`config.mk`:
```
export PLATFORM = sky130hd
export DESIGN_NAME = rv_core
export DESIGN_NICKNAME = d
export VERILOG_FILES = /design/src/rv_isa_pkg.sv /design/src/rv_exec_pkg.sv /design/src/rv_ctrl_if.sv /design/src/rv_decode.sv /design/src/rv_alu.sv /design/src/rv_lsu.sv /design/src/rv_retire.sv /design/src/rv_core.sv
export VERILOG_INCLUDE_DIRS = /design/src /design/src/src
export SDC_FILE = /design/constraint.sdc
export NUM_CORES = 1
export LEC_CHECK = 0
export ABC_CLOCK_PERIOD_IN_PS = 6050
export BUFFER_PORTS_ARGS = -buffer_cell sky130_fd_sc_hd__buf_2
export CORE_AREA = 8 8 271 273
export CTS_BUF_LIST = sky130_fd_sc_hd__clkbuf_16
export DETAILED_ROUTE_END_ITERATION = 6
export DIE_AREA = 0 0 279 281
export PLACE_DENSITY = 0.54
export SLEW_MARGIN = 5
export SYNTH_ARGS = -nofsm -noshare
export SYNTH_HDL_FRONTEND = slang
export SYNTH_SLANG_ARGS = --single-unit
```
`constraint.sdc`:
```
create_clock -name clk -period 6.05 [get_ports clk]
set_clock_uncertainty 0.15 [all_clocks]
set_input_delay 0.605 -clock clk [delete_from_list [all_inputs] [get_ports clk]]
set_output_delay 0.605 -clock clk [all_outputs]
set_load 0.05 [all_outputs]
```
`src/rv_consts.svh`:
```
// Opcode, funct, ALU, write-back and next-PC codes
// CSR counter numbers and program counter reset values
`ifndef RV_CONSTS_SVH
`define RV_CONSTS_SVH

`define RV_OP_LUI    7'b0110111
`define RV_OP_AUIPC  7'b0010111
`define RV_OP_JAL    7'b1101111
`define RV_OP_JALR   7'b1100111
`define RV_OP_BRANCH 7'b1100011
`define RV_OP_LOAD   7'b0000011
`define RV_OP_STORE  7'b0100011
`define RV_OP_OP     7'b0110011
`define RV_OP_IMM    7'b0010011
`define RV_OP_SYSTEM 7'b1110011

`define RV_F3_CSRRS  3'b010     // Only form used for counter reads
`define RV_F7_BASE   7'b0000000
`define RV_F7_ALT    7'b0100000 // SUB and SRA

`define RV_ALU_ADD   4'd0
`define RV_ALU_SUB   4'd1
`define RV_ALU_SLL   4'd2
`define RV_ALU_SLT   4'd3
`define RV_ALU_SLTU  4'd4
`define RV_ALU_XOR   4'd5
`define RV_ALU_SRL   4'd6
`define RV_ALU_SRA   4'd7
`define RV_ALU_OR    4'd8
`define RV_ALU_AND   4'd9

`define RV_WB_ALU    3'd0
`define RV_WB_IMM    3'd1
`define RV_WB_PC_IMM 3'd2 // AUIPC
`define RV_WB_PC4    3'd3
`define RV_WB_LOAD   3'd4
`define RV_WB_CSR    3'd5

`define RV_PC_SEQ    2'd0
`define RV_PC_BRANCH 2'd1
`define RV_PC_JAL    2'd2
`define RV_PC_JALR   2'd3

`define RV_CSR_CYCLE    12'hC00
`define RV_CSR_TIME     12'hC01
`define RV_CSR_INSTRET  12'hC02
`define RV_CSR_CYCLEH   12'hC80
`define RV_CSR_TIMEH    12'hC81
`define RV_CSR_INSTRETH 12'hC82

`define RV_RESET_PC  32'h0000_0000
`define RV_PC_STEP   32'd4

`endif

```
`src/rv_isa_pkg.sv`:
```
// ISA level vector types for words, register indices, byte lanes and counters
package rv_isa_pkg;

	typedef logic [31:0] word_t;      // Data or address word
	typedef logic [4:0]  reg_idx_t;   // Register file index
	typedef logic [3:0]  byte_mask_t; // One bit per byte lane
	typedef logic [63:0] counter_t;   // Cycle and instret width
	typedef logic [2:0]  funct3_t;

endpackage

```
`src/rv_exec_pkg.sv`:
```
// Datapath control types passed from decode to the execute blocks
package rv_exec_pkg;

	typedef logic [3:0] alu_op_t;  // RV_ALU_* codes
	typedef logic [2:0] wb_sel_t;  // RV_WB_* codes
	typedef logic [1:0] pc_sel_t;  // RV_PC_* codes

	// Bit 1 picks the high half, bit 0 picks instret over cycle
	typedef logic [1:0] csr_sel_t;

endpackage

```
`src/rv_ctrl_if.sv`:
```
// Decoded control bundle with one modport per execute block
`timescale 1ns/1ps

interface rv_ctrl_if;

	rv_exec_pkg::alu_op_t  alu_op;
	logic                  alu_use_imm; // OP-IMM takes imm as operand b
	rv_isa_pkg::word_t     imm;         // Already selected per format
	rv_exec_pkg::wb_sel_t  wb_sel;
	rv_exec_pkg::pc_sel_t  pc_sel;
	logic                  is_branch;
	logic                  is_load;
	logic                  is_store;
	rv_isa_pkg::funct3_t   funct3;
	rv_exec_pkg::csr_sel_t csr_sel;
	logic                  legal;

	modport dec (
		output alu_op, alu_use_imm, imm, wb_sel, pc_sel,
		output is_branch, is_load, is_store, funct3, csr_sel, legal
	);
	modport alu (input alu_op, alu_use_imm, imm, is_branch, funct3);
	modport lsu (input imm, is_load, is_store, funct3);
	modport ret (input imm, wb_sel, pc_sel, csr_sel, legal);

endinterface

```
`src/rv_decode.sv`:
```
// RV32I decoder with field split, immediates, legality check and operand strobes
`timescale 1ns/1ps
`include "rv_consts.svh"

module rv_decode (
	input  rv_isa_pkg::word_t    insn,
	input  logic                 insn_valid,
	rv_ctrl_if.dec               ctrl,
	output rv_isa_pkg::reg_idx_t rs1_addr,
	output rv_isa_pkg::reg_idx_t rs2_addr,
	output rv_isa_pkg::reg_idx_t rd_addr,
	output logic                 rs1_valid,
	output logic                 rs2_valid,
	output logic                 rd_valid,
	output logic                 rs1_request,
	output logic                 rs2_request,
	output logic                 rd_request
);

	logic [6:0]          opcode;
	rv_isa_pkg::funct3_t funct3;
	logic [6:0]          funct7;
	logic [11:0]         csr_num;
	rv_isa_pkg::word_t   imm_i;
	rv_isa_pkg::word_t   imm_s;
	rv_isa_pkg::word_t   imm_b;
	rv_isa_pkg::word_t   imm_j;
	rv_isa_pkg::word_t   imm_u;
	logic                is_op_imm;
	logic                use_rs1; // Operand use before insn_valid gating
	logic                use_rs2;
	logic                use_rd;

	assign opcode  = insn[6:0];
	assign funct3  = insn[14:12];
	assign funct7  = insn[31:25];
	assign csr_num = insn[31:20];

	assign imm_i = {{20{insn[31]}}, insn[31:20]};
	assign imm_s = {{20{insn[31]}}, insn[31:25], insn[11:7]};
	assign imm_b = {{20{insn[31]}}, insn[7], insn[30:25], insn[11:8], 1'b0};
	assign imm_j = {{12{insn[31]}}, insn[19:12], insn[20], insn[30:21], 1'b0};
	assign imm_u = {insn[31:12], 12'b0};

	assign is_op_imm        = (opcode == `RV_OP_IMM);
	assign ctrl.alu_use_imm = is_op_imm;
	assign ctrl.funct3      = funct3;
	assign ctrl.csr_sel     = {csr_num[7], csr_num[1]}; // TIME maps onto cycle
	assign ctrl.is_branch   = insn_valid && (opcode == `RV_OP_BRANCH);
	assign ctrl.is_load     = insn_valid && (opcode == `RV_OP_LOAD);
	assign ctrl.is_store    = insn_valid && (opcode == `RV_OP_STORE);

	always_comb begin
		case (funct3)
			3'b000:  ctrl.alu_op = (!is_op_imm && funct7[5]) ? `RV_ALU_SUB : `RV_ALU_ADD;
			3'b001:  ctrl.alu_op = `RV_ALU_SLL;
			3'b010:  ctrl.alu_op = `RV_ALU_SLT;
			3'b011:  ctrl.alu_op = `RV_ALU_SLTU;
			3'b100:  ctrl.alu_op = `RV_ALU_XOR;
			3'b101:  ctrl.alu_op = funct7[5] ? `RV_ALU_SRA : `RV_ALU_SRL;
			3'b110:  ctrl.alu_op = `RV_ALU_OR;
			default: ctrl.alu_op = `RV_ALU_AND;
		endcase
	end

	always_comb begin
		ctrl.legal  = 1'b0;
		ctrl.imm    = imm_i;
		ctrl.wb_sel = `RV_WB_ALU;
		ctrl.pc_sel = `RV_PC_SEQ;
		use_rs1     = 1'b0;
		use_rs2     = 1'b0;
		use_rd      = 1'b0;
		case (opcode)
			`RV_OP_LUI: begin
				ctrl.legal  = 1'b1;
				ctrl.imm    = imm_u;
				ctrl.wb_sel = `RV_WB_IMM;
				use_rd      = 1'b1;
			end
			`RV_OP_AUIPC: begin
				ctrl.legal  = 1'b1;
				ctrl.imm    = imm_u;
				ctrl.wb_sel = `RV_WB_PC_IMM;
				use_rd      = 1'b1;
			end
			`RV_OP_JAL: begin
				ctrl.legal  = 1'b1;
				ctrl.imm    = imm_j;
				ctrl.wb_sel = `RV_WB_PC4;
				ctrl.pc_sel = `RV_PC_JAL;
				use_rd      = 1'b1;
			end
			`RV_OP_JALR: begin
				ctrl.legal  = (funct3 == 3'b000);
				ctrl.wb_sel = `RV_WB_PC4;
				ctrl.pc_sel = `RV_PC_JALR;
				use_rs1     = 1'b1;
				use_rd      = 1'b1;
			end
			`RV_OP_BRANCH: begin
				ctrl.legal  = (funct3[2:1] != 2'b01); // 010 and 011 are reserved
				ctrl.imm    = imm_b;
				ctrl.pc_sel = `RV_PC_BRANCH;
				use_rs1     = 1'b1;
				use_rs2     = 1'b1;
			end
			`RV_OP_LOAD: begin
				ctrl.legal  = (funct3 != 3'b011) && (funct3[2:1] != 2'b11);
				ctrl.wb_sel = `RV_WB_LOAD;
				use_rs1     = 1'b1;
				use_rd      = 1'b1;
			end
			`RV_OP_STORE: begin
				ctrl.legal = !funct3[2] && (funct3[1:0] != 2'b11); // SB, SH, SW
				ctrl.imm   = imm_s;
				use_rs1    = 1'b1;
				use_rs2    = 1'b1;
			end
			`RV_OP_OP, `RV_OP_IMM: begin
				use_rs1 = 1'b1;
				use_rs2 = !is_op_imm;
				use_rd  = 1'b1;
				case (funct3)
					3'b000:  ctrl.legal = is_op_imm || funct7 == `RV_F7_BASE ||
					                      funct7 == `RV_F7_ALT;
					3'b001:  ctrl.legal = (funct7 == `RV_F7_BASE);
					3'b101:  ctrl.legal = (funct7 == `RV_F7_BASE) || (funct7 == `RV_F7_ALT);
					default: ctrl.legal = is_op_imm || funct7 == `RV_F7_BASE;
				endcase
			end
			`RV_OP_SYSTEM: begin
				ctrl.wb_sel = `RV_WB_CSR;
				use_rd      = 1'b1;
				// Counter reads only, as CSRRS with rs1 = x0
				if (insn[19:15] == 5'd0 && funct3 == `RV_F3_CSRRS) begin
					case (csr_num)
						`RV_CSR_CYCLE, `RV_CSR_TIME, `RV_CSR_INSTRET,
						`RV_CSR_CYCLEH, `RV_CSR_TIMEH, `RV_CSR_INSTRETH: ctrl.legal = 1'b1;
						default: ctrl.legal = 1'b0;
					endcase
				end
			end
			default: ctrl.legal = 1'b0;
		endcase
	end

	assign rs1_valid = insn_valid && use_rs1;
	assign rs2_valid = insn_valid && use_rs2;
	assign rd_valid  = insn_valid && use_rd;

	assign rs1_addr = rs1_valid ? insn[19:15] : '0; // Zero when unused
	assign rs2_addr = rs2_valid ? insn[24:20] : '0;
	assign rd_addr  = rd_valid  ? insn[11:7]  : '0;

	assign rs1_request = rs1_valid && (rs1_addr != '0);
	assign rs2_request = rs2_valid && (rs2_addr != '0);
	assign rd_request  = rd_valid  && (rd_addr  != '0);

endmodule

```
`src/rv_alu.sv`:
```
// Integer ALU for OP and OP-IMM plus the branch condition compare
`timescale 1ns/1ps
`include "rv_consts.svh"

module rv_alu (
	rv_ctrl_if.alu            ctrl,
	input  rv_isa_pkg::word_t rs1_value,
	input  rv_isa_pkg::word_t rs2_value,
	output rv_isa_pkg::word_t alu_result,
	output logic              branch_taken
);

	rv_isa_pkg::word_t op_b;
	logic [4:0]        shamt;
	logic              eq;
	logic              lt;
	logic              ltu;
	logic              cond;

	assign op_b  = ctrl.alu_use_imm ? ctrl.imm : rs2_value;
	assign shamt = op_b[4:0];

	// Branches never use the immediate, so op_b is rs2 for them
	assign eq  = (rs1_value == op_b);
	assign lt  = ($signed(rs1_value) < $signed(op_b));
	assign ltu = (rs1_value < op_b);

	always_comb begin
		case (ctrl.alu_op)
			`RV_ALU_ADD:  alu_result = rs1_value + op_b;
			`RV_ALU_SUB:  alu_result = rs1_value - op_b;
			`RV_ALU_SLL:  alu_result = rs1_value << shamt;
			`RV_ALU_SLT:  alu_result = {31'b0, lt};
			`RV_ALU_SLTU: alu_result = {31'b0, ltu};
			`RV_ALU_XOR:  alu_result = rs1_value ^ op_b;
			`RV_ALU_SRL:  alu_result = rs1_value >> shamt;
			`RV_ALU_SRA:  alu_result = $signed(rs1_value) >>> shamt; // Sign fill
			`RV_ALU_OR:   alu_result = rs1_value | op_b;
			`RV_ALU_AND:  alu_result = rs1_value & op_b;
			default:      alu_result = '0;
		endcase
	end

	always_comb begin
		case (ctrl.funct3)
			3'b000:  cond = eq;   // BEQ
			3'b001:  cond = !eq;  // BNE
			3'b100:  cond = lt;   // BLT
			3'b101:  cond = !lt;  // BGE
			3'b110:  cond = ltu;  // BLTU
			3'b111:  cond = !ltu; // BGEU
			default: cond = 1'b0;
		endcase
	end

	assign branch_taken = ctrl.is_branch && cond;

endmodule

```
`src/rv_lsu.sv`:
```
// Load/store unit with address add, byte lane masks and load extension
`timescale 1ns/1ps

module rv_lsu (
	rv_ctrl_if.lsu                 ctrl,
	input  rv_isa_pkg::word_t      rs1_value,
	input  rv_isa_pkg::word_t      rs2_value,
	output logic                   mem_valid,
	output rv_isa_pkg::word_t      mem_addr,
	output rv_isa_pkg::word_t      mem_wdata,
	output rv_isa_pkg::byte_mask_t mem_wstrb,
	output rv_isa_pkg::byte_mask_t mem_rmask,
	input  rv_isa_pkg::word_t      mem_rdata,
	output rv_isa_pkg::word_t      load_data
);

	rv_isa_pkg::byte_mask_t size_mask;

	assign mem_valid = ctrl.is_load || ctrl.is_store;
	assign mem_addr  = mem_valid ? rs1_value + ctrl.imm : '0; // imm is I or S form
	assign mem_wdata = ctrl.is_store ? rs2_value : '0;

	always_comb begin
		case (ctrl.funct3[1:0])
			2'b00:   size_mask = 4'b0001;
			2'b01:   size_mask = 4'b0011;
			2'b10:   size_mask = 4'b1111;
			default: size_mask = 4'b0000;
		endcase
	end

	// Reserved sizes leave both masks clear
	assign mem_wstrb = (ctrl.is_store && !ctrl.funct3[2]) ? size_mask : '0;
	assign mem_rmask = (ctrl.is_load && ctrl.funct3[2:1] != 2'b11) ? size_mask : '0;

	always_comb begin
		case (ctrl.funct3)
			3'b000:  load_data = {{24{mem_rdata[7]}}, mem_rdata[7:0]};   // LB
			3'b001:  load_data = {{16{mem_rdata[15]}}, mem_rdata[15:0]}; // LH
			3'b010:  load_data = mem_rdata;                              // LW
			3'b100:  load_data = {24'b0, mem_rdata[7:0]};                // LBU
			3'b101:  load_data = {16'b0, mem_rdata[15:0]};               // LHU
			default: load_data = '0;
		endcase
	end

	masks_exclusive: assert final (mem_wstrb == '0 || mem_rmask == '0)
		else $error("read and write byte masks both set");

endmodule

```
`src/rv_retire.sv`:
```
// Completion and trap logic, next-PC select, PC register and 64-bit counters
`timescale 1ns/1ps
`include "rv_consts.svh"

module rv_retire (
	input  logic              clk,
	input  logic              rst,
	rv_ctrl_if.ret            ctrl,
	input  logic              insn_valid,
	input  logic              rs1_valid,
	input  logic              rs2_valid,
	input  logic              rd_valid,
	input  logic              rs1_ready,
	input  logic              rs2_ready,
	input  logic              rd_ready,
	input  logic              mem_valid,
	input  logic              mem_ready,
	input  logic              branch_taken,
	input  rv_isa_pkg::word_t rs1_value,
	input  rv_isa_pkg::word_t alu_result,
	input  rv_isa_pkg::word_t load_data,
	output rv_isa_pkg::word_t insn_addr,
	output rv_isa_pkg::word_t rd_wdata,
	output logic              insn_complete,
	output logic              trap
);

	rv_isa_pkg::word_t    pc_q;
	rv_isa_pkg::word_t    pc_next;
	rv_isa_pkg::word_t    pc_plus4;
	rv_isa_pkg::word_t    pc_target;   // PC plus imm, shared by JAL, branch, AUIPC
	rv_isa_pkg::word_t    jalr_target;
	rv_isa_pkg::word_t    csr_value;
	rv_isa_pkg::counter_t csr_counter;
	rv_isa_pkg::counter_t cycle_q;
	rv_isa_pkg::counter_t instret_q;
	logic                 halted_q;    // Sticky after a trap
	logic                 retire;

	assign insn_addr     = pc_q;
	assign insn_complete = insn_valid && (!rs1_valid || rs1_ready) &&
	                       (!rs2_valid || rs2_ready) && (!rd_valid || rd_ready) &&
	                       (!mem_valid || mem_ready);
	assign trap          = insn_valid && !ctrl.legal;
	assign retire        = insn_complete && !trap && !halted_q;

	assign pc_plus4    = pc_q + `RV_PC_STEP;
	assign pc_target   = pc_q + ctrl.imm;
	assign jalr_target = rs1_value + ctrl.imm;

	always_comb begin
		case (ctrl.pc_sel)
			`RV_PC_BRANCH: pc_next = branch_taken ? {pc_target[31:1], 1'b0} : pc_plus4;
			`RV_PC_JAL:    pc_next = pc_target;
			`RV_PC_JALR:   pc_next = {jalr_target[31:1], 1'b0};
			default:       pc_next = pc_plus4;
		endcase
	end

	assign csr_counter = ctrl.csr_sel[0] ? instret_q : cycle_q;
	assign csr_value   = ctrl.csr_sel[1] ? csr_counter[63:32] : csr_counter[31:0];

	always_comb begin
		case (ctrl.wb_sel)
			`RV_WB_IMM:    rd_wdata = ctrl.imm;  // LUI
			`RV_WB_PC_IMM: rd_wdata = pc_target;
			`RV_WB_PC4:    rd_wdata = pc_plus4;  // Link address
			`RV_WB_LOAD:   rd_wdata = load_data;
			`RV_WB_CSR:    rd_wdata = csr_value;
			default:       rd_wdata = alu_result;
		endcase
	end

	always_ff @(posedge clk) begin
		if (rst) begin
			pc_q      <= `RV_RESET_PC;
			cycle_q   <= '0;
			instret_q <= '0;
			halted_q  <= 1'b0;
		end else begin
			cycle_q <= cycle_q + 1'b1;
			if (retire) begin
				pc_q      <= pc_next;
				instret_q <= instret_q + 1'b1;
			end
			if (trap)
				halted_q <= 1'b1;
		end
	end

	// The next-PC mux only looks at branch_taken under the branch select
	taken_needs_branch_sel: assert property (@(posedge clk) disable iff (rst)
		branch_taken |-> ctrl.pc_sel == `RV_PC_BRANCH)
		else $error("branch taken without the branch next-PC select");

endmodule

```
`src/rv_core.sv`:
```
// Single-cycle RV32I execute unit top level with decode, ALU, LSU and retire
`timescale 1ns/1ps

module rv_core (
	input  logic                   clk,
	input  logic                   rst,
	output rv_isa_pkg::word_t      insn_addr,
	input  rv_isa_pkg::word_t      insn,
	input  logic                   insn_valid,
	output logic                   insn_complete,
	output logic                   trap,
	output rv_isa_pkg::reg_idx_t   rs1_addr,
	output rv_isa_pkg::reg_idx_t   rs2_addr,
	output rv_isa_pkg::reg_idx_t   rd_addr,
	output logic                   rs1_request,
	output logic                   rs2_request,
	output logic                   rd_request,
	input  rv_isa_pkg::word_t      rs1_rdata,
	input  rv_isa_pkg::word_t      rs2_rdata,
	output rv_isa_pkg::word_t      rd_wdata,
	input  logic                   rs1_ready,
	input  logic                   rs2_ready,
	input  logic                   rd_ready,
	output logic                   mem_valid,
	input  logic                   mem_ready,
	output rv_isa_pkg::word_t      mem_addr,
	output rv_isa_pkg::word_t      mem_wdata,
	output rv_isa_pkg::byte_mask_t mem_wstrb,
	output rv_isa_pkg::byte_mask_t mem_rmask,
	input  rv_isa_pkg::word_t      mem_rdata
);

	rv_isa_pkg::word_t rs1_value;
	rv_isa_pkg::word_t rs2_value;
	rv_isa_pkg::word_t alu_result;
	rv_isa_pkg::word_t load_data;
	logic              rs1_valid;
	logic              rs2_valid;
	logic              rd_valid;
	logic              branch_taken;

	rv_ctrl_if u_ctrl ();

	// x0 always reads as zero, whatever the register file returns
	assign rs1_value = (rs1_addr == '0) ? '0 : rs1_rdata;
	assign rs2_value = (rs2_addr == '0) ? '0 : rs2_rdata;

	rv_decode u_decode (
		.insn        (insn),
		.insn_valid  (insn_valid),
		.ctrl        (u_ctrl.dec),
		.rs1_addr    (rs1_addr),
		.rs2_addr    (rs2_addr),
		.rd_addr     (rd_addr),
		.rs1_valid   (rs1_valid),
		.rs2_valid   (rs2_valid),
		.rd_valid    (rd_valid),
		.rs1_request (rs1_request),
		.rs2_request (rs2_request),
		.rd_request  (rd_request)
	);

	rv_alu u_alu (
		.ctrl         (u_ctrl.alu),
		.rs1_value    (rs1_value),
		.rs2_value    (rs2_value),
		.alu_result   (alu_result),
		.branch_taken (branch_taken)
	);

	rv_lsu u_lsu (
		.ctrl      (u_ctrl.lsu),
		.rs1_value (rs1_value),
		.rs2_value (rs2_value),
		.mem_valid (mem_valid),
		.mem_addr  (mem_addr),
		.mem_wdata (mem_wdata),
		.mem_wstrb (mem_wstrb),
		.mem_rmask (mem_rmask),
		.mem_rdata (mem_rdata),
		.load_data (load_data)
	);

	rv_retire u_retire (
		.clk           (clk),
		.rst           (rst),
		.ctrl          (u_ctrl.ret),
		.insn_valid    (insn_valid),
		.rs1_valid     (rs1_valid),
		.rs2_valid     (rs2_valid),
		.rd_valid      (rd_valid),
		.rs1_ready     (rs1_ready),
		.rs2_ready     (rs2_ready),
		.rd_ready      (rd_ready),
		.mem_valid     (mem_valid),
		.mem_ready     (mem_ready),
		.branch_taken  (branch_taken),
		.rs1_value     (rs1_value),
		.alu_result    (alu_result),
		.load_data     (load_data),
		.insn_addr     (insn_addr),
		.rd_wdata      (rd_wdata),
		.insn_complete (insn_complete),
		.trap          (trap)
	);

endmodule

```
== Yosys cells after proc, flatten, opt, wreduce, memory -nomap -nowiden ==
Cells that the tools add are included.
Word-level totals
  bits in registers: 161
  output and inout port bits: 157
Cells by class
  add/sub/neg operators: 7
  $lt $le $gt $ge: 2
  eq/ne operators: 48
  shift operators: 3
  mux-type cells: 32
  bitwise operators: 3
  reduce and logical (&&, ||, !) cells: 61
Operators with widths (number)
  one-hot mux 32 bit (10 select lines): 1
  one-hot mux 32 bit (5 select lines): 2
  2-to-1 mux 32 bit: 7
  adder 64 x 1 -> 64 bit, second input constant: 2
  one-hot mux 31 bit (4 select lines): 1
  adder 32 bit: 3
  one-hot mux 32 bit (3 select lines): 1
  == test 12 bit, second input constant: 6
  less-than comparator 32 bit: 2
  2-to-1 mux 64 bit: 1
  adder 32 x 3 -> 32 bit, second input constant: 1
  bitwise AND 32 bit: 1
  == test 32 bit: 1
  OR 32 bit: 1
  left shift 32 x 5 -> 32 bit: 1
  right shift 32 x 5 -> 32 bit: 1
  >>> shifter 32 x 5 -> 32 bit: 1
  subtractor 32 bit: 1
  bitwise XOR 32 bit: 1
  == test 7 x 6 -> 1 bit, second input constant: 4
  == test 7 bit, second input constant: 4
  one-hot mux 4 bit (7 select lines): 1
  logical AND 1 bit: 23
  == test 3 bit, second input constant: 6
  other kinds (35): 83

== Logic depth before layout (Yosys ltp) ==
Gate-level depths: netlist of run 1.
  depth after elaboration: 14
  mapped depth: 24
  mapped depth without buffers: 19

== By module ==
From an unflattened synthesis of run 1, not the netlist that was laid out.
Second synthesis, totals
  cells, all modules: 3722
  area, all modules: 26037.5 um2
Modules (own cells, without submodules)
  rv_retire: instances 1, cells each 1680, area an instance 12997.5 um2, seq. area each 3223.1 um2
  rv_alu: instances 1, cells each 1433, area an instance 8947.3 um2, seq. area each 0.0 um2
  rv_lsu: instances 1, cells each 373, area an instance 2479.9 um2, seq. area each 0.0 um2
  rv_decode: instances 1, cells each 156, area an instance 969.7 um2, seq. area each 0.0 um2
  rv_core: instances 1, cells each 80, area an instance 643.1 um2, seq. area each 0.0 um2

== Worst setup path after synthesis of run 1 ==
OpenSTA, ideal clock, no wires.
  path kind: input to output
  start: input insn[1]
  end: output rd_wdata[30]
  data arrival time: 5.805 ns
  setup slack: -0.510 ns
  stages on the path: 21
  path buffers: 6
  path through: and3b_1 buf_6 and2_1 clkbuf_1 a22o_1 a22oi_2 buf_2 buf_1 clkbuf_1 ha_1 clkbuf_1 a21oi_1 a21boi_1 o311ai_1 a31oi_1 or4b_2 a211oi_1 o21bai_1 xnor2_1 nand2_1 a31oi_1
Between the ends
  word-level cells in the longest chain between the ends: 11
  elaborated cells on any way between the ends: 58
  classes of those cells: add/sub (3); eq/ne (24); shift (3); mux (13); bitwise (3); reduce/logical (12)
Ends and longest elaborated chain
  start, declared: RTL line rv_core.sv:8  | input rv_isa_pkg::word_t insn,
  == test 7 x 6 -> 1 bit (tied with other cells): RTL line rv_decode.sv:74  | case (opcode)
  OR reduction 2 bit (tied with other cells): RTL line rv_decode.sv:74
  one-hot mux 1 bit (2 select lines): RTL line rv_decode.sv:74
  logical AND 1 bit: RTL line rv_decode.sv:149  | assign rs2_valid = insn_valid && use_rs2;
  2-to-1 mux 5 bit: RTL line rv_decode.sv:153  | assign rs2_addr = rs2_valid ? insn[24:20] : '0;
  logical NOT 5 bit: RTL line rv_core.sv:46  | assign rs2_value = (rs2_addr == '0) ? '0 : rs2_rdata;
  2-to-1 mux 32 bit: RTL line rv_core.sv:46
  2-to-1 mux 32 bit: RTL line rv_alu.sv:20  | assign op_b = ctrl.alu_use_imm ? ctrl.imm : rs2_value;
  subtractor 32 bit (tied with other cells): RTL line rv_alu.sv:31  | `RV_ALU_SUB: alu_result = rs1_value - op_b;
  one-hot mux 32 bit (10 select lines): RTL line rv_alu.sv:29  | case (ctrl.alu_op)
  one-hot mux 32 bit (5 select lines) *: RTL line rv_retire.sv:64  | case (ctrl.wb_sel)
  end, declared: RTL line rv_core.sv:20  | output rv_isa_pkg::word_t rd_wdata,
Mark *: on every way between the ends. The rest lies on a longest branch, timed or not.

== Final worst setup path of run 1 ==
  start: input insn[2]
  end: output rd_wdata[31]
Same word-level chain as after synthesis.

==> reports/results.ini, run 1 <==
[final_layout]
stdcell_area_um2=29100
utilization_pct=42.0
fillers=7331
drive_above_1_share_pct=20.7
area_growth_pct=21.9
layout.nets=4051

[clock_network]
insertion_delay_ns=0.45
cts_sinks=161
clk_path_buf_depth=2
htreeDepth=4
clk_pin_slew_ns=0.07
numCtsBuffers=17
cts_tree=yes
clk_root_buffer_cell=clkbuf_16

[setup_path]
cp_data_arrival_time_ns=5.35
required_ns=5.29
end_kind=output pin
rr_worst_depth=9
crit_path_max_fanout=12
worstSetupStartpointType=primary input
criticalPathCategory=primary input to output pin

[drt]
firstDrtPassIters=7
drt-initial-drc-count=3718
vias_per_cell=6.19
drt-total-wl_um=130000
wire_per_inst_um=27.7
drc=1
via_count=29100
detail-route-antenna-nets=0

[grt]
grt_pass1_wl_um=188000
grt-ovfl-total=0
grt_max_degree=77
track_usage_pct=31.7
antenna_found_initial=7
grt_pass1_vias=27500

[hold_path]
hp-class=flop to flop
holdPathStages=1

[synth]
syn_area_um2=23900
synth_flop_cell=dfxtp_1
yosysTopAreaCellShare_pct=13.5
yosys_warnings=0
ys_types=99
netlist_top_cells_area=dfxtp_1 13%, ha_1 8.7%, nor2_1 5.9%
synth_top_cells_by_count=377 x nor2_1, 313 x nand2_1, 255 x a21oi_1, 180 x o21ai_0, 167 x ha_1
syn_nets=3671
synth_area_leader_cell=dfxtp_1
synth-edff-count=0
yosysSeqAreaShare_pct=13.5
syn_inst=3365
synthMostInstantiatedCell=nor2_1
synthArstFlopShare_pct=0
synth-seq-cells=161
synth.avg_cell_area_um2=7.10

[placed_design]
place_ws_ns=-0.366
place_area_um2=28300
place.detailed.hpwl_um=105000
gp_congestion=1.11
numPortBuffers=291

[die]
die_w_um=279
die_h_um=281
die_area_um2=78400
start_util_pct=34.5
coreArea_um2=69300
fp-row-count=97
io_pins=292

[timing]
fin_tns_setup_ns=-0.0539
final_max_slew_viol_count=0
min_period_ns=6.10
hold_viol_final=0
finalSetupViolCount=1
worst_pin_slew_ns=1.05
rsz0062_at_grt=yes
clock.fmax_ghz=0.164
finalCritPeriodShare_pct=101
relSlewSlack_pct=29.2
fin_ws_ns=-0.0539

[power_and_ir_drop]
power_mw=3.45
irDropWorstVdd_mv=0.209
total_leakage_power_nw=12.4
p_per_area_nw_per_um2=118

[outcome]
status=finished with violations
violations=DRC, setup timing

[job]
maxCapViolCount=0

[registers in the layout, summed over array words and instances (netlist names)]
signal,cells
u_retire.halted_q,1
u_retire.insn_addr,32
u_retire.instret_q,64
u_retire.cycle_q,64
[critical path, cell delays in order]
cell and delay (ns):
buf_2 0.12, buf_4 0.15, nor3b_4 0.23, and2_1 0.18, buf_4 0.11, o21ai_0 0.06, a222oi_1 0.52, buf_4 0.25
nor2_4 0.08, buf_12 0.17, a21o_1 0.17, ha_1 0.34, buf_4 0.18, and3_1 0.24, nand2_1 0.12, or3_1 0.31
o21ai_1 0.20, buf_4 0.16, o21ai_0 0.14, nor4_1 0.37, nor4_1 0.10, a31oi_2 0.33, buf_12 0.18
[timing repair]
item                       in CTS  in global routing
setup endpoints to repair      12                 16
hold buffers                    0                  0
setup buffers                   0                  2
gates cloned                    0                  0
pin swaps                       3                  8
resized for setup              22                 35
[cell usage in the layout, fill, tap and decap left out, types with 20 or more instances in the layout]
cell type	synthesis	final
a211oi_1	49	46
a21o_1	85	85
a21oi_1	255	250
a221oi_1	56	50
a31oi_1	42	34
and2_1	81	81
and3_1	75	73
buf_12	0	28
buf_2	39	266
buf_4	7	288
dfxtp_1	161	161
ha_1	167	164
inv_1	144	145
mux2i_1	61	61
mux4_2	42	42
nand2_1	313	312
nand2b_1	25	25
nand3_1	130	130
nand4_1	39	39
nor2_1	377	373
nor2b_1	30	30
nor3_1	77	75
o211ai_1	52	52
o21ai_0	180	173
o21bai_1	25	25
o22ai_1	29	29
o31ai_1	22	20
or3_1	29	28
xnor2_1	87	86
xor2_1	121	121
[where the power goes]
| part | switching, mW | total, mW | internal (mW) |
|---|---|---|---|
| clock | 0.520 | 1.10 | 0.580 |
| sequential | 0.0234 | 1.09 | 1.07 |
| combinational | 0.811 | 1.26 | 0.446 |
| total | 1.35 | 3.45 | 2.10 |
[layer usage]
layer  vias up  routed length [µm]  GRT usage, %
li1      13200                   -             -
met1     13800               50700          39.6
met2      1750               57100          50.2
met3       348               14200          7.69
met4         2                8320          16.8
met5         -                  13             0
[stage by stage]
step | cells | hold WS [ns]
2_1_floorplan | 3365 | 0.285
3_3_place_gp | 4664 | 0.313
3_5_place_dp | 4664 | 0.314
4_1_cts | 4696 | 0.331
5_1_grt | 4698 | 0.366
6_report | 4701 | 0.338
[worst paths after layout]
check                       from                    to  slack [ns]
max reg2reg  u_retire.cycle_q[8]  u_retire.cycle_q[63]        2.25
min reg2reg  u_retire.cycle_q[0]   u_retire.cycle_q[0]        0.34
min          u_retire.cycle_q[0]   u_retire.cycle_q[0]        0.34
max                      insn[2]          rd_wdata[31]       -0.05
[cells by family after synthesis]
| group | share of synthesized area [%] |
|---|---|
| fa+ha+maj | 9.08 |
| simple gates | 25.7 |
| compound gates | 30.1 |
| xor+xnor | 7.63 |
| flops | 13.5 |
| buf+inv | 6.36 |
| mux | 7.62 |
[layout make-up]
cell class / instances / area (µm²) / share of cell area (%)
flip-flops and latches: 161 / 3220 / 11.1
well taps: 940 / 1180 / 4.04
diodes: 3 / 7.51 / 0.0258
clock buffers: 17 / 425 / 1.46
inverters: 147 / 552 / 1.89
multi-input cells: 2833 / 19500 / 67.0
clock inverters: 15 / 151 / 0.520
repair buffers: 585 / 4080 / 14.0
No activity file was read; power rests on OpenSTA's default activity.
==> run 2: changes to the inputs <==
CORE_AREA = 8 8 282 284   (was 8 8 271 273)
DIE_AREA = 0 0 290 292   (was 0 0 279 281)
SYNTH_HIERARCHICAL = 1   (was unset)
==> reports/results.ini, run 2 <==
[drt]
top_layer_used=met5
vias_per_cell=6.03  ; -2.6%
firstDrtPassIters=7  ; unchanged
wire_per_inst_um=27.8  ; +0.37%
drt-initial-drc-count=3378  ; -9.1%
drt-total-wl_um=150000  ; +15%
detail-route-antenna-nets=0  ; unchanged
dr_wl_met3_um=11800  ; -17%
drt-met1-wl_um=57800  ; +14%
drc=1  ; unchanged
via_count=32600  ; +12%
dr_wl_met2_um=69300  ; +21%

[setup_path]
crit_chain=buf_6, and3_4, buf_6, nand3_4, a21oi_4, and2_4, nor4_4, buf_6, buf_12, buf_6, buf_4, a21boi_0, mux2i_1, ha_1, or3_1, o221a_2, o21ai_0, o311ai_0, buf_4, o21ai_0, o21ai_1, buf_6
rr_worst_depth=15  ; +6
required_ns=5.29  ; about the same
r2r_start=u_retire/insn_addr[0]
crit_path_max_fanout=6  ; -6
end_kind=output pin
regToRegSetupSlack_ns=2.38  ; +0.13 ns
cp_data_arrival_time_ns=5.50  ; +0.15 ns
slowest_stage=a21boi_0
worstSetupStartpointType=primary input
crit_path_frequent_cell=buf_6
cpPeakStageDelay_ns=0.77  ; +0.25 ns
rr_endpoint=u_retire/insn_addr[26]
criticalPathCategory=primary input to output pin

[power_and_ir_drop]
p_clk_share_pct=25.2  ; -6.7 points
p_per_area_nw_per_um2=126  ; +6.8%
total_leakage_power_nw=15.5  ; +25%
irDropWorstVdd_mv=0.212  ; +1.3%
combPwrFrac_pct=49.6  ; +13 points
power_switching_mw=1.88  ; +38%
p_int_mw=2.55  ; +22%
pwr-share-seq_pct=25.1  ; -6.6 points
switching_share_pct=42.4  ; +3.1 points

[synth]
synth.mux.area_fraction_pct=8.35  ; +0.74 points
synth_top_cells_by_count=468 x nor2_1, 345 x nand2_1, 307 x a21oi_1, 229 x o21ai_0, 201 x ha_1
synth.avg_cell_area_um2=7.00  ; -1.5%
synthMostInstantiatedCell=nor2_1
synth-seq-cells=161  ; unchanged
ys_types=115  ; +16%
synthAdderAreaFrac_pct=10.0  ; +0.96 points
syn_inst=3722  ; +11%
synth_compound_area_share_pct=30.1  ; about the same
synthArstFlopShare_pct=0  ; unchanged
yosysSeqAreaShare_pct=12.4  ; -1.1 points
synth_top_family_by_area=compound AO/OA/AOI/OAI gates
yosys.area_share.simple_pct=25.1  ; -0.62 points
synth-edff-count=0  ; unchanged
netlist_top_cells_area=dfxtp_1 12%, ha_1 9.7%, nor2_1 6.7%
yosys_warnings=6  ; +6
synth_flop_cell=dfxtp_1
syn_area_um2=26000  ; +9.0%
synth_xor_area_share_pct=7.67  ; +0.044 points
syn_nets=4063  ; +11%
yosysTopAreaCellShare_pct=12.4  ; -1.1 points
synth_area_leader_cell=dfxtp_1

[grt]
track_usage_pct=33.4  ; +1.7 points
grt_pass1_wl_um=215000  ; +14%
grt_max_degree=97  ; +26%
grt_pass1_vias=31300  ; +14%
antenna_found_initial=4  ; -3
grt-ovfl-total=0  ; unchanged

[timing]
min_period_ns=6.26  ; +0.156 ns
worst_pin_slew_ns=1.12  ; +0.0676 ns
finalSetupViolCount=19  ; +18
final_max_slew_viol_count=0  ; unchanged
hold_viol_final=0  ; unchanged
clock.fmax_ghz=0.160  ; -2.5%
finalCritPeriodShare_pct=103  ; +2.6 points
fin_tns_setup_ns=-1.25  ; -1.20 ns
rsz0062_at_grt=yes
relSlewSlack_pct=25.4  ; -3.8 points
fin_ws_ns=-0.209  ; -0.156 ns

[final_layout]
drive_above_1_share_pct=28.2  ; +7.5 points
stdcell_area_um2=35000  ; +20%
area_growth_pct=34.4
mostFrequentLayoutCells=582 x buf_4, 449 x nor2_1, 344 x nand2_1, 280 x a21oi_1, 257 x buf_2
utilization_pct=46.5  ; +4.5 points
layout.nets=4755  ; +17%
final_common_cell=buf_4

[placed_design]
place_ws_ns=-0.496  ; -0.130 ns
place.detailed.hpwl_um=122000  ; +16%
place_area_um2=33000  ; +17%
gp_congestion=1.06  ; -4.9%
numPortBuffers=291  ; unchanged

[clock_network]
numCtsBuffers=17  ; unchanged
cts_tree=yes
clk_path_buf_depth=2  ; unchanged
cts_hold_buf=0  ; unchanged
insertion_delay_ns=0.46  ; about the same
clk_pin_slew_ns=0.07  ; about the same
clk_root_buffer_cell=clkbuf_16
htreeDepth=4  ; unchanged
cts_sinks=161  ; unchanged

[die]
fp-row-count=101  ; +4.1%
die_h_um=292  ; +3.9%
coreArea_um2=75200  ; +8.5%
die_area_um2=84700  ; +8.0%
die_w_um=290  ; +3.9%
io_pins=292  ; unchanged
start_util_pct=34.6  ; +0.16 points

[outcome]
status=finished with violations
violations=DRC, setup timing

[hold_path]
hp-start=u_retire/cycle_q[0]
hp-class=flop to flop
whs_endpoint=u_retire/cycle_q[0]
holdPathStages=1  ; unchanged

[job]
maxCapViolCount=0  ; unchanged

-- run 2: cell types whose count changed after synthesis, sizes merged, moves of 34 or more --
cell / before / now
mux2i: 61 / 113
a21oi: 256 / 309
nor2: 378 / 471
o21ai: 192 / 242
nand2: 313 / 347
a21boi: 7 / 73
ha: 167 / 201
-- run 2: through the flow --
stage | power (mW) | hold WS (ns) | instances
after floorplan | 2.22 | 0.277 | 3722
after CTS | 4.31 | 0.331 | 5389
after global routing | 4.57 | 0.350 | 5404
after detailed placement | 3.15 | 0.315 | 5339
final | 4.43 | 0.325 | 5405
after global placement | 3.16 | 0.301 | 5339
-- run 2: cell families (layout without fill, tap and decap cells) --
| family | after synthesis | in the layout |
|---|---|---|
| adders and majority gates | 206 | 206 |
| xor gates and xnor gates | 228 | 228 |
| muxes | 164 | 164 |
| and+or+nand+nor | 1376 | 1376 |
| AOI/OAI and AO/OA | 1189 | 1189 |
| other | 0 | 1 |
| DFF | 161 | 161 |
| buffers and inverters | 398 | 1102 |
-- run 2: metal layers --
| metal | track usage [%] | up-vias |
|---|---|---|
| li1 | - | 14900 |
| met1 | 39.4 | 15700 |
| met2 | 56.1 | 1594 |
| met3 | 5.51 | 430 |
| met4 | 21.5 | 4 |
| met5 | 0 | - |
-- run 2: repair_timing --
item / CTS / global route
buffers inserted: 19 / 19
pin swaps: 38 / 56
cloned: 1 / 1
gates resized for setup: 108 / 135
setup endpoints to repair: 24 / 47
-- run 2: how the worst max path moves through the flow --
stage / endpoint / cells past startpoint / slack, ns / startpoint
2_1_floorplan: rd_wdata[30] / 27 / -0.14 / insn[5]
3_3_place_gp: rd_wdata[30] / 27 / -0.42 / insn[0]
3_5_place_dp: u_retire/insn_addr[27] / 30 / -0.50 / insn[0]
4_1_cts: rd_wdata[25] / 27 / -0.15 / insn[5]
5_1_grt: rd_wdata[26] / 29 / -0.27 / insn[5]
6_report: rd_wdata[0] / 22 / -0.21 / insn[1]
-- run 2: area by class of cell --
cell class	instances	area [µm²]
antenna	1	2.50
clock buffer	17	425
clock inverter	14	156
fill	7777	40200
inverter	159	597
multi-input combinational	3163	22500
sequential	161	3220
tap	978	1220
timing repair buffer	912	6890
-- run 2: worst max-delay path, delay by kind of cell --
family | cells | cell delay (ns)
AO/OA/AOI/OAI | 7 | 2.01
AND/OR/NAND/NOR | 5 | 1.05
buffers and inverters | 8 | 1.13
adder cells (fa/ha/maj) | 1 | 0.40
multiplexers | 1 | 0.28
-- run 2: power by group through the flow --
stage	clock [mW]	sequential (mW)	combinational, mW
floorplan	0	1.17	1.05
detailed placement	0	1.14	2.02
CTS	1.13	1.11	2.07
finish	1.12	1.11	2.20
global placement	0	1.14	2.02
global route	1.17	1.11	2.29
